==> src/hdl/exec_pkg.sv <==
package exec_pkg;

    // operation codes carried with each request
    typedef enum logic [4:0] {
        op_add    = 5'd0,
        op_sub    = 5'd1,
        op_pass_a = 5'd2,
        op_pass_b = 5'd3,
        op_xor    = 5'd4,
        op_or     = 5'd5,
        op_and    = 5'd6,
        op_sll    = 5'd7,
        op_srl    = 5'd8,
        op_sra    = 5'd9,
        op_slt    = 5'd10,
        op_sltu   = 5'd11,
        op_eq     = 5'd12,
        op_ge     = 5'd13,
        op_geu    = 5'd14,
        // iterative units from here on
        op_mul    = 5'd15,
        op_div    = 5'd16,
        op_divu   = 5'd17,
        op_rem    = 5'd18,
        op_remu   = 5'd19
    } alu_op_t;

    // first operand source
    typedef enum logic {
        src_a_pc  = 1'b0,
        src_a_rs1 = 1'b1
    } src_a_t;

    // second operand source, 2'b11 falls back to imm
    typedef enum logic [1:0] {
        src_b_rs2 = 2'd1,
        src_b_csr = 2'd2,
        src_b_imm = 2'd0
    } src_b_t;

    // controller states
    typedef enum logic [1:0] {
        st_idle = 2'd0,
        st_busy = 2'd1,
        st_done = 2'd2
    } ctrl_state_t;

    // divider family, signed or unsigned, quotient or remainder
    function automatic logic op_is_div(alu_op_t op);
        return op inside {op_div, op_divu, op_rem, op_remu};
    endfunction

    // anything that needs mul_unit or div_unit
    function automatic logic op_is_multi(alu_op_t op);
        return (op == op_mul) || op_is_div(op);
    endfunction

endpackage
==> src/hdl/exec_unit.sv <==
module exec_unit #(
    parameter int xlen = 64
) (
    input  logic              clk,
    input  logic              rst,
    input  logic              flush,
    input  logic              req,
    input  exec_pkg::alu_op_t op,
    input  exec_pkg::src_a_t  sel_a,
    input  exec_pkg::src_b_t  sel_b,
    input  logic              w32,
    input  logic [xlen-1:0]   pc,
    input  logic [xlen-1:0]   rs1,
    input  logic [xlen-1:0]   rs2,
    input  logic [xlen-1:0]   csr,
    input  logic [xlen-1:0]   imm,
    output logic              ack,
    output logic [xlen-1:0]   res
);
    import exec_pkg::*;

    typedef logic [xlen-1:0] word_t;

    // captured request
    alu_op_t cap_op;
    src_a_t  cap_sel_a;
    src_b_t  cap_sel_b;
    logic    cap_w32;
    word_t   cap_pc;
    word_t   cap_rs1;
    word_t   cap_rs2;
    word_t   cap_csr;
    word_t   cap_imm;

    // alu_core outputs
    word_t   alu_a;
    word_t   alu_b;
    word_t   alu_res;

    // iterative unit handshakes
    word_t   op_a;
    word_t   op_b;
    logic    mul_start;
    logic    div_start;
    logic    abort;
    logic    is_signed;
    logic    want_rem;
    logic    mul_done;
    logic    div_done;
    word_t   mul_res;
    word_t   div_res;

    exec_ctrl #(
        .xlen (xlen)
    ) i_ctrl (
        .clk       (clk),
        .rst       (rst),
        .flush     (flush),
        .req       (req),
        .op        (op),
        .sel_a     (sel_a),
        .sel_b     (sel_b),
        .w32       (w32),
        .pc        (pc),
        .rs1       (rs1),
        .rs2       (rs2),
        .csr       (csr),
        .imm       (imm),
        .alu_a     (alu_a),
        .alu_b     (alu_b),
        .alu_res   (alu_res),
        .mul_done  (mul_done),
        .mul_res   (mul_res),
        .div_done  (div_done),
        .div_res   (div_res),
        .ack       (ack),
        .res       (res),
        .cap_op    (cap_op),
        .cap_sel_a (cap_sel_a),
        .cap_sel_b (cap_sel_b),
        .cap_w32   (cap_w32),
        .cap_pc    (cap_pc),
        .cap_rs1   (cap_rs1),
        .cap_rs2   (cap_rs2),
        .cap_csr   (cap_csr),
        .cap_imm   (cap_imm),
        .mul_start (mul_start),
        .div_start (div_start),
        .abort     (abort),
        .is_signed (is_signed),
        .want_rem  (want_rem),
        .op_a      (op_a),
        .op_b      (op_b)
    );

    alu_core #(
        .xlen (xlen)
    ) i_alu (
        .op    (cap_op),
        .sel_a (cap_sel_a),
        .sel_b (cap_sel_b),
        .w32   (cap_w32),
        .pc    (cap_pc),
        .rs1   (cap_rs1),
        .rs2   (cap_rs2),
        .csr   (cap_csr),
        .imm   (cap_imm),
        .a     (alu_a),
        .b     (alu_b),
        .res   (alu_res)
    );

    mul_unit #(
        .xlen (xlen)
    ) i_mul (
        .clk   (clk),
        .rst   (rst),
        .start (mul_start),
        .abort (abort),
        .a     (op_a),
        .b     (op_b),
        .done  (mul_done),
        .res   (mul_res)
    );

    div_unit #(
        .xlen (xlen)
    ) i_div (
        .clk       (clk),
        .rst       (rst),
        .start     (div_start),
        .abort     (abort),
        .is_signed (is_signed),
        .want_rem  (want_rem),
        .a         (op_a),
        .b         (op_b),
        .done      (div_done),
        .res       (div_res)
    );

endmodule

==> src/hdl/exec_ctrl.sv <==
module exec_ctrl #(
    parameter int xlen = 64
) (
    input  logic              clk,
    input  logic              rst,
    input  logic              flush,
    input  logic              req,
    input  exec_pkg::alu_op_t op,
    input  exec_pkg::src_a_t  sel_a,
    input  exec_pkg::src_b_t  sel_b,
    input  logic              w32,
    input  logic [xlen-1:0]   pc,
    input  logic [xlen-1:0]   rs1,
    input  logic [xlen-1:0]   rs2,
    input  logic [xlen-1:0]   csr,
    input  logic [xlen-1:0]   imm,
    input  logic [xlen-1:0]   alu_a,
    input  logic [xlen-1:0]   alu_b,
    input  logic [xlen-1:0]   alu_res,
    input  logic              mul_done,
    input  logic [xlen-1:0]   mul_res,
    input  logic              div_done,
    input  logic [xlen-1:0]   div_res,
    output logic              ack,
    output logic [xlen-1:0]   res,
    output exec_pkg::alu_op_t cap_op,
    output exec_pkg::src_a_t  cap_sel_a,
    output exec_pkg::src_b_t  cap_sel_b,
    output logic              cap_w32,
    output logic [xlen-1:0]   cap_pc,
    output logic [xlen-1:0]   cap_rs1,
    output logic [xlen-1:0]   cap_rs2,
    output logic [xlen-1:0]   cap_csr,
    output logic [xlen-1:0]   cap_imm,
    output logic              mul_start,
    output logic              div_start,
    output logic              abort,
    output logic              is_signed,
    output logic              want_rem,
    output logic [xlen-1:0]   op_a,
    output logic [xlen-1:0]   op_b
);
    import exec_pkg::*;

    ctrl_state_t state;
    logic        req_seen_low;
    logic        launch;
    logic        accept;
    logic        cap_multi;

    // a flushed request must drop req before the next one is taken
    assign accept    = (state == st_idle) && req && req_seen_low;
    assign cap_multi = op_is_multi(cap_op);
    assign abort     = flush && (state == st_busy);
    assign is_signed = (cap_op == op_div) || (cap_op == op_rem);
    assign want_rem  = (cap_op == op_rem) || (cap_op == op_remu);

    // request fields stay put until the next accept
    always_ff @(posedge clk) begin
        if (accept) begin
            cap_op    <= op;
            cap_sel_a <= sel_a;
            cap_sel_b <= sel_b;
            cap_w32   <= w32;
            cap_pc    <= pc;
            cap_rs1   <= rs1;
            cap_rs2   <= rs2;
            cap_csr   <= csr;
            cap_imm   <= imm;
        end
    end

    // selected operands handed to the iterative units with the start pulse
    always_ff @(posedge clk) begin
        if ((state == st_busy) && launch && cap_multi) begin
            op_a <= alu_a;
            op_b <= alu_b;
        end
    end

    // result register, held through st_done
    always_ff @(posedge clk) begin
        if ((state == st_busy) && !flush) begin
            if (launch && !cap_multi) begin
                res <= alu_res;
            end else if (mul_done) begin
                res <= mul_res;
            end else if (div_done) begin
                res <= div_res;
            end
        end
    end

    always_ff @(posedge clk) begin
        if (rst) begin
            state        <= st_idle;
            ack          <= 1'b0;
            launch       <= 1'b0;
            mul_start    <= 1'b0;
            div_start    <= 1'b0;
            req_seen_low <= 1'b1;
        end else begin
            mul_start <= 1'b0;
            div_start <= 1'b0;
            if (!req) begin
                req_seen_low <= 1'b1;
            end
            case (state)
                st_idle: begin
                    if (accept) begin
                        state  <= st_busy;
                        launch <= 1'b1;
                    end
                end
                st_busy: begin
                    if (flush) begin
                        state        <= st_idle;
                        launch       <= 1'b0;
                        req_seen_low <= 1'b0;
                    end else if (launch) begin
                        launch <= 1'b0;
                        if (cap_multi) begin
                            mul_start <= (cap_op == op_mul);
                            div_start <= op_is_div(cap_op);
                        end else begin
                            ack   <= 1'b1;
                            state <= st_done;
                        end
                    end else if (mul_done || div_done) begin
                        ack   <= 1'b1;
                        state <= st_done;
                    end
                end
                st_done: begin
                    // back-pressure, wait for the requester to let go
                    if (!req) begin
                        ack   <= 1'b0;
                        state <= st_idle;
                    end
                end
                default: state <= st_idle;
            endcase
        end
    end

endmodule

==> src/hdl/div_unit.sv <==
module div_unit #(
    parameter int xlen = 64
) (
    input  logic            clk,
    input  logic            rst,
    input  logic            start,
    input  logic            abort,
    input  logic            is_signed,
    input  logic            want_rem,
    input  logic [xlen-1:0] a,
    input  logic [xlen-1:0] b,
    output logic            done,
    output logic [xlen-1:0] res
);
    localparam int cnt_w = $clog2(xlen);

    typedef logic [xlen-1:0]  word_t;
    typedef logic [xlen:0]    wide_t;
    typedef logic [cnt_w-1:0] count_t;

    localparam word_t min_val = {1'b1, {(xlen-1){1'b0}}};

    word_t  dvs;
    word_t  quo;
    word_t  rem_r;
    word_t  abs_a;
    word_t  abs_b;
    count_t count;
    wide_t  shifted;
    wide_t  diff;
    logic   busy;
    logic   fixup;
    logic   neg_q;
    logic   neg_r;
    logic   rem_sel;
    logic   div_zero;
    logic   overflow;

    assign abs_a = (is_signed && a[xlen-1]) ? -a : a;
    assign abs_b = (is_signed && b[xlen-1]) ? -b : b;

    // riscv corner cases, answered without iterating
    assign div_zero = (b == '0);
    assign overflow = is_signed && (a == min_val) && (b == '1);

    // trial subtraction, msb of diff set means it did not fit
    assign shifted = {rem_r, quo[xlen-1]};
    assign diff    = shifted - {1'b0, dvs};

    always_ff @(posedge clk) begin
        if (start && !abort) begin
            quo     <= abs_a;
            rem_r   <= '0;
            dvs     <= abs_b;
            count   <= count_t'(xlen - 1);
            neg_q   <= is_signed && (a[xlen-1] ^ b[xlen-1]);
            neg_r   <= is_signed && a[xlen-1];
            rem_sel <= want_rem;
            if (div_zero) begin
                res <= want_rem ? a : '1;
            end else if (overflow) begin
                res <= want_rem ? '0 : a;
            end
        end else if (busy) begin
            if (diff[xlen]) begin
                rem_r <= shifted[xlen-1:0];
                quo   <= {quo[xlen-2:0], 1'b0};
            end else begin
                rem_r <= diff[xlen-1:0];
                quo   <= {quo[xlen-2:0], 1'b1};
            end
            count <= count - count_t'(1);
        end else if (fixup) begin
            // remainder follows the dividend sign
            if (rem_sel) begin
                res <= neg_r ? -rem_r : rem_r;
            end else begin
                res <= neg_q ? -quo : quo;
            end
        end
    end

    always_ff @(posedge clk) begin
        if (rst) begin
            busy  <= 1'b0;
            fixup <= 1'b0;
            done  <= 1'b0;
        end else begin
            done <= 1'b0;
            if (abort) begin
                busy  <= 1'b0;
                fixup <= 1'b0;
            end else if (start) begin
                if (div_zero || overflow) begin
                    done <= 1'b1;
                end else begin
                    busy <= 1'b1;
                end
            end else if (busy && (count == '0)) begin
                busy  <= 1'b0;
                fixup <= 1'b1;
            end else if (fixup) begin
                fixup <= 1'b0;
                done  <= 1'b1;
            end
        end
    end

endmodule

==> src/hdl/mul_unit.sv <==
module mul_unit #(
    parameter int xlen = 64
) (
    input  logic            clk,
    input  logic            rst,
    input  logic            start,
    input  logic            abort,
    input  logic [xlen-1:0] a,
    input  logic [xlen-1:0] b,
    output logic            done,
    output logic [xlen-1:0] res
);
    localparam int cnt_w = $clog2(xlen);

    typedef logic [xlen-1:0]  word_t;
    typedef logic [cnt_w-1:0] count_t;

    word_t  mcand;
    word_t  mplier;
    word_t  acc;
    count_t count;
    logic   busy;

    // accumulator holds the product once done pulses
    assign res = acc;

    // one multiplier bit per cycle, lsb first
    always_ff @(posedge clk) begin
        if (start && !abort) begin
            mcand  <= a;
            mplier <= b;
            acc    <= '0;
            count  <= count_t'(xlen - 1);
        end else if (busy) begin
            if (mplier[0]) begin
                acc <= acc + mcand;
            end
            // bits shifted out of the top never reach the low word
            mcand  <= mcand << 1;
            mplier <= mplier >> 1;
            count  <= count - count_t'(1);
        end
    end

    always_ff @(posedge clk) begin
        if (rst) begin
            busy <= 1'b0;
            done <= 1'b0;
        end else begin
            done <= 1'b0;
            if (abort) begin
                busy <= 1'b0;
            end else if (start) begin
                busy <= 1'b1;
            end else if (busy && (count == '0)) begin
                busy <= 1'b0;
                done <= 1'b1;
            end
        end
    end

endmodule

==> src/hdl/alu_core.sv <==
module alu_core #(
    parameter int xlen = 64
) (
    input  exec_pkg::alu_op_t op,
    input  exec_pkg::src_a_t  sel_a,
    input  exec_pkg::src_b_t  sel_b,
    input  logic              w32,
    input  logic [xlen-1:0]   pc,
    input  logic [xlen-1:0]   rs1,
    input  logic [xlen-1:0]   rs2,
    input  logic [xlen-1:0]   csr,
    input  logic [xlen-1:0]   imm,
    output logic [xlen-1:0]   a,
    output logic [xlen-1:0]   b,
    output logic [xlen-1:0]   res
);
    import exec_pkg::*;

    localparam int shamt_w = $clog2(xlen);

    typedef logic [xlen-1:0]   word_t;
    typedef logic [xlen/2-1:0] half_t;
    typedef logic [shamt_w-1:0] shamt_t;

    word_t  rs1_eff;
    shamt_t shamt;
    half_t  sra_half;

    // word mode keeps only the low half of rs1
    assign rs1_eff = w32 ? {{(xlen/2){1'b0}}, rs1[xlen/2-1:0]} : rs1;

    assign a = (sel_a == src_a_rs1) ? rs1_eff : pc;

    always_comb begin
        case (sel_b)
            src_b_rs2: b = rs2;
            src_b_csr: b = csr;
            default:   b = imm;
        endcase
    end

    assign shamt = b[shamt_w-1:0];

    // signed shift of the low half, used by w32 sra
    assign sra_half = $signed(a[xlen/2-1:0]) >>> shamt;

    always_comb begin
        case (op)
            op_add: begin
                res = a + b;
            end
            op_sub: begin
                res = a - b;
            end
            op_pass_a: begin
                res = a;
            end
            op_pass_b: begin
                res = b;
            end
            op_xor: begin
                res = a ^ b;
            end
            op_or: begin
                res = a | b;
            end
            op_and: begin
                res = a & b;
            end
            op_sll: begin
                res = a << shamt;
            end
            op_srl: begin
                res = a >> shamt;
            end
            op_sra: begin
                // word result is zero-extended, not sign-extended
                if (w32) begin
                    res = {{(xlen/2){1'b0}}, sra_half};
                end else begin
                    res = word_t'($signed(a) >>> shamt);
                end
            end
            op_slt: begin
                res = word_t'($signed(a) < $signed(b));
            end
            op_sltu: begin
                res = word_t'(a < b);
            end
            op_eq: begin
                res = word_t'(a == b);
            end
            op_ge: begin
                res = word_t'($signed(a) >= $signed(b));
            end
            op_geu: begin
                res = word_t'(a >= b);
            end
            // mul, div family and unused codes
            default: begin
                res = '0;
            end
        endcase
    end

endmodule

==> config.mk <==
export PLATFORM = sky130hd
export DESIGN_NAME = exec_unit
export DESIGN_NICKNAME = d
export VERILOG_FILES = /design/src/hdl/exec_pkg.sv /design/src/hdl/exec_unit.sv /design/src/hdl/exec_ctrl.sv /design/src/hdl/div_unit.sv /design/src/hdl/mul_unit.sv /design/src/hdl/alu_core.sv
export SDC_FILE = /design/constraint.sdc
export NUM_CORES = 2
export LEC_CHECK = 0
export CAP_MARGIN = 20
export CORE_MARGIN = 1.5
export CORE_UTILIZATION = 43
export CTS_BUF_LIST = sky130_fd_sc_hd__clkbuf_8 sky130_fd_sc_hd__clkbuf_16
export DETAILED_ROUTE_END_ITERATION = 10
export DONT_BUFFER_PORTS = 1
export MAX_ROUTING_LAYER = met4
export PLACE_DENSITY = 0.63
export SYNTH_ARGS = -nofsm -noshare
export SYNTH_HDL_FRONTEND = slang
export SYNTH_SLANG_ARGS = --single-unit
==> constraint.sdc <==
create_clock -name clk -period 47.7 [get_ports clk]
set_input_delay 4.77 -clock clk [delete_from_list [all_inputs] [get_ports clk]]
set_output_delay 4.77 -clock clk [all_outputs]
set_load 0.02 [all_outputs]
# Word level (Yosys, flattened, before mapping)
# Index checks and enable logic that the tools add are counted.
[word_totals] input_bits=333 ff_bits=996 wordCells=201 output_inout_bits=65
[classes] n_lt_le_gt_ge=4 n_addsub=10 mux=57 reduce_logical=48 n_eq_ne=36 n_shift=4 n_bitwise=7
[op_table] operator="$mux 64" count=25
[op_table] operator="$pmux 64 s15" count=1
[op_table] operator="$neg 64->64" count=4
[op_table] operator="$add 64x64->64" count=2
[op_table] operator="$eq 64x64->1 const B" count=2
[op_table] operator="$ge 64x64->1" count=2
[op_table] operator="$lt 64x64->1" count=2
[op_table] operator="$pmux 64 s2" count=1
[op_table] operator="$sub 65x64->65" count=1
[op_table] operator="$and 64x64->64" count=1
[op_table] operator="$eq 64x64->1" count=1
[op_table] operator="$logic_not 64->1" count=1
[op_table] operator="$or 64x64->64" count=1
[op_table] operator="$shl 64x6->64" count=1
[op_table] operator="$shr 64x6->64" count=1
[op_table] operator="$sshr 64x6->64" count=1
[op_table] operator="$sub 64x64->64" count=1
[op_table] operator="$xor 64x64->64" count=1
[op_table] operator="$eq 5x4->1 const B" count=8
[op_table] operator="$sshr 32x6->32" count=1
[op_table] operator="$mux 1" count=21
[op_table] operator="$eq 5x3->1 const B" count=4
[op_table] operator="$eq 5x5->1 const B" count=4
[op_table] operator="$logic_and 1x1->1" count=16
[op_table] operator="other kinds (32)" count=63

# Logic depth before layout (Yosys ltp)
[depth] ltp_word=7 ltp_mapped=25 mapped_depth_nobuf=18

# Modules after synthesis
# A second synthesis with hierarchy kept.
[hier_totals] hier_cells=8463 area_unflattened_um2=74810.5
[modules_own_cells] mod="alu_core" instances=1 cells_per_inst=3828 area_each_um2=24170.7 seq_area_each_um2=0.0
[modules_own_cells] mod="div_unit" instances=1 cells_per_inst=2505 area_each_um2=21115.3 seq_area_each_um2=7317.0
[modules_own_cells] mod="exec_ctrl" instances=1 cells_per_inst=706 area_each_um2=17795.8 seq_area_each_um2=15785.1
[modules_own_cells] mod="mul_unit" instances=1 cells_per_inst=1424 area_each_um2=11728.7 seq_area_each_um2=5285.1

# Worst setup path after synthesis
# No wires, ideal clock.
[synth_timing] path_type="input-to-reg" start="input port req" end="register i_ctrl.cap_csr[0] (enable)" n_path_buf=0 setup_time_ns=1.431 arrival_ns=26.993 stages=2 slack_ns=19.276 t_required_ns=46.269 path_cell_list="nand2_1 -> nor3_1"
[synth_between] elab_chain_len=2
[synth_rtl] item="start, declared" line_no="exec_unit.sv:7" source="input logic req,"
[synth_rtl] item="$logic_and 1x1->1 (2 in a row)" line_no="exec_ctrl.sv:52" source="assign accept = (state == st_idle) && req && req_seen_low;"
[synth_rtl] item="named net i_ctrl.accept" line_no="exec_ctrl.sv:48" source="logic accept;"
[synth_rtl] item="end signal, assigned" line_no="exec_ctrl.sv:68" source="cap_csr <= csr;"
[synth_rtl] item="end, declared" line_no="exec_ctrl.sv:33" source="output logic [xlen-1:0] cap_csr,"
# The timed path passes the listed nets, and every way through them passes these cells.
# A chain may end at the register's enable or synchronous reset.

# Worst setup path after layout
[layout_timing] start="register i_ctrl.cap_sel_b[1]" end="register i_ctrl.res[33] (data pin)"
[layout_between] elab_cells_between_ends=14 cone_classes="add/sub (2); eq/ne (2); shift (3); mux (4); bitwise (3)"
[layout_lines] item="start, declared" line_no="exec_ctrl.sv:28" source="output exec_pkg::src_b_t cap_sel_b,"
[layout_lines] item="start signal, assigned" line_no="exec_ctrl.sv:63" source="cap_sel_b <= sel_b;"
[layout_lines] item="$eq 2x2->1 / $eq 2x1->1 (equally long branches)" line_no="alu_core.sv:35" source="case (sel_b)"
[layout_lines] item="$pmux 64 s2 *" line_no="alu_core.sv:35"
[layout_lines] item="named net alu_b[18]" line_no="exec_unit.sv:37" source="word_t alu_b;"
[layout_lines] item="$sub 64x64->64 / $add 64x64->64 (equally long branches)" line_no="alu_core.sv:53, alu_core.sv:50"
[layout_lines] item="$pmux 64 s15 *" line_no="alu_core.sv:48" source="case (op)"
[layout_lines] item="$mux 64 *" line_no="exec_ctrl.sv:84" source="if (launch && !cap_multi) begin"
[layout_lines] item="end signal, assigned" line_no="exec_ctrl.sv:85" source="res <= alu_res;"
[layout_lines] item="end signal, assigned" line_no="exec_ctrl.sv:87" source="res <= mul_res;"
[layout_lines] item="end signal, assigned" line_no="exec_ctrl.sv:89" source="res <= div_res;"
[layout_lines] item="end, declared" line_no="exec_ctrl.sv:25" source="output logic [xlen-1:0] res,"
# Mark *: on every way through the listed nets, which the timed path passes. The rest lies on a longest branch.

==> results.sh <==
export IMPL_p_clk_share_pct=27.4
export IMPL_place_hpwl_mm=303
export IMPL_synth_edff_count=844
export IMPL_num_rows=150
export IMPL_ys_types=91
export IMPL_htree_num_levels=3
export IMPL_cp_data_arrival_time_ns=8.50
export IMPL_core_area_um2=167000
export IMPL_synth_fp_nets=8884
export IMPL_synthToLayoutAreaGrowth_pct=8.91
export IMPL_clk_latency_ns=0.82
export IMPL_post_cts_resized=0
export IMPL_drv_cap=0
export IMPL_p_leak_nw=29.2
export IMPL_pwr_share_comb_pct=39.3
export IMPL_status="finished clean"
export IMPL_dpl_cell_area_um2=74800
export IMPL_io_pins=398
export IMPL_finalHoldViolCount=0
export IMPL_period_share_pct=16.8
export IMPL_design_area_um2=78500
export IMPL_hp_class="flop to flop"
export IMPL_finClkSkew_ns=0.0562
export IMPL_ys_async_sr_fraction_pct=0
export IMPL_hold_buffers=0
export IMPL_cp_data_required_time_ns=48.18
export IMPL_drt_wl_total_mm=386
export IMPL_critPathKind="flop to flop"
export IMPL_clockBufferDepth=3
export IMPL_setup_viol=0
export IMPL_seq_area_frac_synth_pct=39.4
export IMPL_grt_first_pass_wirelength_mm=523
export IMPL_p_int_mw=1.84
export IMPL_drv_slew=0
export IMPL_antenna_found_initial=39
export IMPL_critPathLaunchType="flop"
export IMPL_final_nets=8681
export IMPL_rsz0062_at_grt="false"
export IMPL_max_vdd_ir_drop_uv=36.1
export IMPL_grt_use_total_pct=45.4
export IMPL_power_frac_seq_pct=33.3
export IMPL_dieArea_um2=170000
export IMPL_drc=0
export IMPL_cts_tree="done"
export IMPL_die_h_um=412
export IMPL_die_w_um=412
export IMPL_drt_vias_per_instance=6.83
export IMPL_powerDensity_nw_per_um2=40.2
export IMPL_clock_fmax_ghz=0.125
export IMPL_routed_via_count=70500
export IMPL_p_sw_share_pct=41.8
export IMPL_synth_seq_cells=996
export IMPL_synthCells=8209
export IMPL_drive_gt1_share_pct=7.56
export IMPL_worstMarginPinSlew_ns=1.23
export IMPL_period_needed_ns=8.02
export IMPL_slew_headroom_pct=16.1
export IMPL_routedWlPerCell_um=37.4
export IMPL_grt_pass1_vias=64600
export IMPL_synthFlopType="edfxtp_1"
export IMPL_gp_congestion=1.14
export IMPL_yosysWarnings=0
export IMPL_syn_area_um2=72100
export IMPL_end_kind="flop"
export IMPL_crit_path_max_fanout=67
export IMPL_clkTransAtPathRegs_ns=0.06
export IMPL_numPortBuffers=0
export IMPL_grt_max_degree=111
export IMPL_cts_buffers=108
export IMPL_p_total_mw=3.16
export IMPL_ant_nets=0
export IMPL_p_sw_mw=1.32
export IMPL_overflow=0
export IMPL_root_buffer="clkbuf_16"
export IMPL_initial_core_util_pct=43.2
export IMPL_drt_pass1_iter_count=9
export IMPL_postCtsSetupBuffers=0
export IMPL_setup_tns_final_ns=0
export IMPL_cts_sinks=996
export IMPL_avgSynthCellArea_um2=8.78
export IMPL_dr_first_iter_drc_count=10800
export IMPL_holdWs_ns=0.473
final cells by class:
type / count / area (um2)
fill: 16100 / 88400
clock buffer: 115 / 2820
inverter: 325 / 1220
multi-input combinational: 6346 / 40700
antenna: 32 / 80.1
clock inverter: 84 / 781
sequential: 996 / 28400
timing repair buffer: 229 / 1770
tap: 2204 / 2760
cells in the final DEF, fill, tap and decap left out, types with 37 or more instances in the layout:
cell and instances:
xnor2_1 221, nor3_1 125, o221ai_1 65, nand2_1 1096, and2_1 47, nand3_1 132
o22ai_1 107, or3_1 62, o21bai_1 56, a21oi_1 690, a221oi_1 69, xor2_1 166
mux2_2 88, dfxtp_1 150, nor4_1 60, nand2b_1 97, mux2i_1 246, a221o_1 37
o21a_1 43, ha_1 336, o211ai_1 143, buf_4 223, a31oi_1 61, edfxtp_1 844
inv_1 335, o21ai_0 751, nand4_1 83, a21o_1 87, nor2b_1 58, a22oi_1 112
a211oi_1 87, nor2_1 549, o31ai_1 94, clkbuf_16 110
worst max-delay path, cell delays in order (launching register included):
cell and delay [ns]:
edfxtp_1 0.44, ha_4 0.38, buf_4 0.54, buf_4 0.64, nor2_1 0.13, a21oi_1 0.36, inv_1 0.22, ha_1 0.57
nor4_1 0.52, or3b_2 0.56, a2111oi_0 0.72, buf_4 0.28, o311a_1 0.33, nor2_1 0.09, o211ai_1 0.51, xnor2_1 0.25
o211ai_1 0.13, a21oi_1 0.70, o21ai_0 0.18
through the flow:
stage	setup WS [ns]	std cells	utilization, %
final	39.68	10300	47.0
after global routing	39.62	10300	47.0
after detailed placement	39.13	10100	44.8
after global placement	39.22	10100	44.8
after CTS	39.94	10300	47.0
after floorplan	19.28	8209	-
cell usage after synthesis, drive strengths merged, types with 88 or more instances:
| master | n | area, um2 |
|---|---|---|
| nor3 | 130 | 651 |
| inv | 321 | 1200 |
| nand2 | 1104 | 4140 |
| nand2b | 98 | 613 |
| xnor2 | 222 | 1940 |
| mux2i | 248 | 2480 |
| nand3 | 132 | 661 |
| nor2 | 556 | 2090 |
| dfxtp | 152 | 3040 |
| o31ai | 95 | 718 |
| mux2 | 88 | 991 |
| clkbuf | 469 | 1760 |
| a21oi | 697 | 3490 |
| o22ai | 107 | 669 |
| edfxtp | 844 | 25300 |
| o21ai | 762 | 3810 |
| ha | 338 | 4230 |
| xor2 | 166 | 1450 |
| o211ai | 143 | 1070 |
| a22oi | 113 | 853 |
power groups by stage:
stage | clock network, mW | logic, mW | registers [mW]
floorplan | 0 | 0.706 | 1.06
global placement | 0 | 1.18 | 1.07
detailed placement | 0 | 1.18 | 1.07
CTS | 0.873 | 1.18 | 1.05
global route | 0.901 | 1.28 | 1.05
finish | 0.865 | 1.24 | 1.05
layer usage:
metal | global-route usage, % | up-vias | share of wire [%]
met3 | 9.48 | 959 | 10
met4 | 32.7 | 0 | 9.0
met2 | 65.5 | 4772 | 42
li1 | - | 30200 | -
met5 | - | - | 0
met1 | 56.2 | 34600 | 38
worst paths after layout:
| kind | startpoint | to | slack [ns] | cells past startpoint |
|---|---|---|---|---|
| setup / recovery | i_ctrl.cap_sel_b[1] | i_ctrl.res[33] | 39.68 | 18 |
| hold / removal | i_mul.res[32] | i_mul.res[32] | 0.47 | 2 |
| setup reg to reg | i_ctrl.cap_sel_b[1] | i_ctrl.res[33] | 39.68 | 18 |
| hold reg to reg | i_mul.res[32] | i_mul.res[32] | 0.47 | 2 |
cells by family after synthesis:
kind of cell | Yosys count | share of synthesized area, %
compound gates | 2756 | 24.4
xor+xnor | 388 | 4.72
fa+ha+maj | 342 | 5.98
buf+inv | 867 | 4.52
flops | 996 | 39.4
mux | 343 | 5.04
simple gates | 2517 | 16.0
Note: power is estimated with default switching activity, not from simulation.
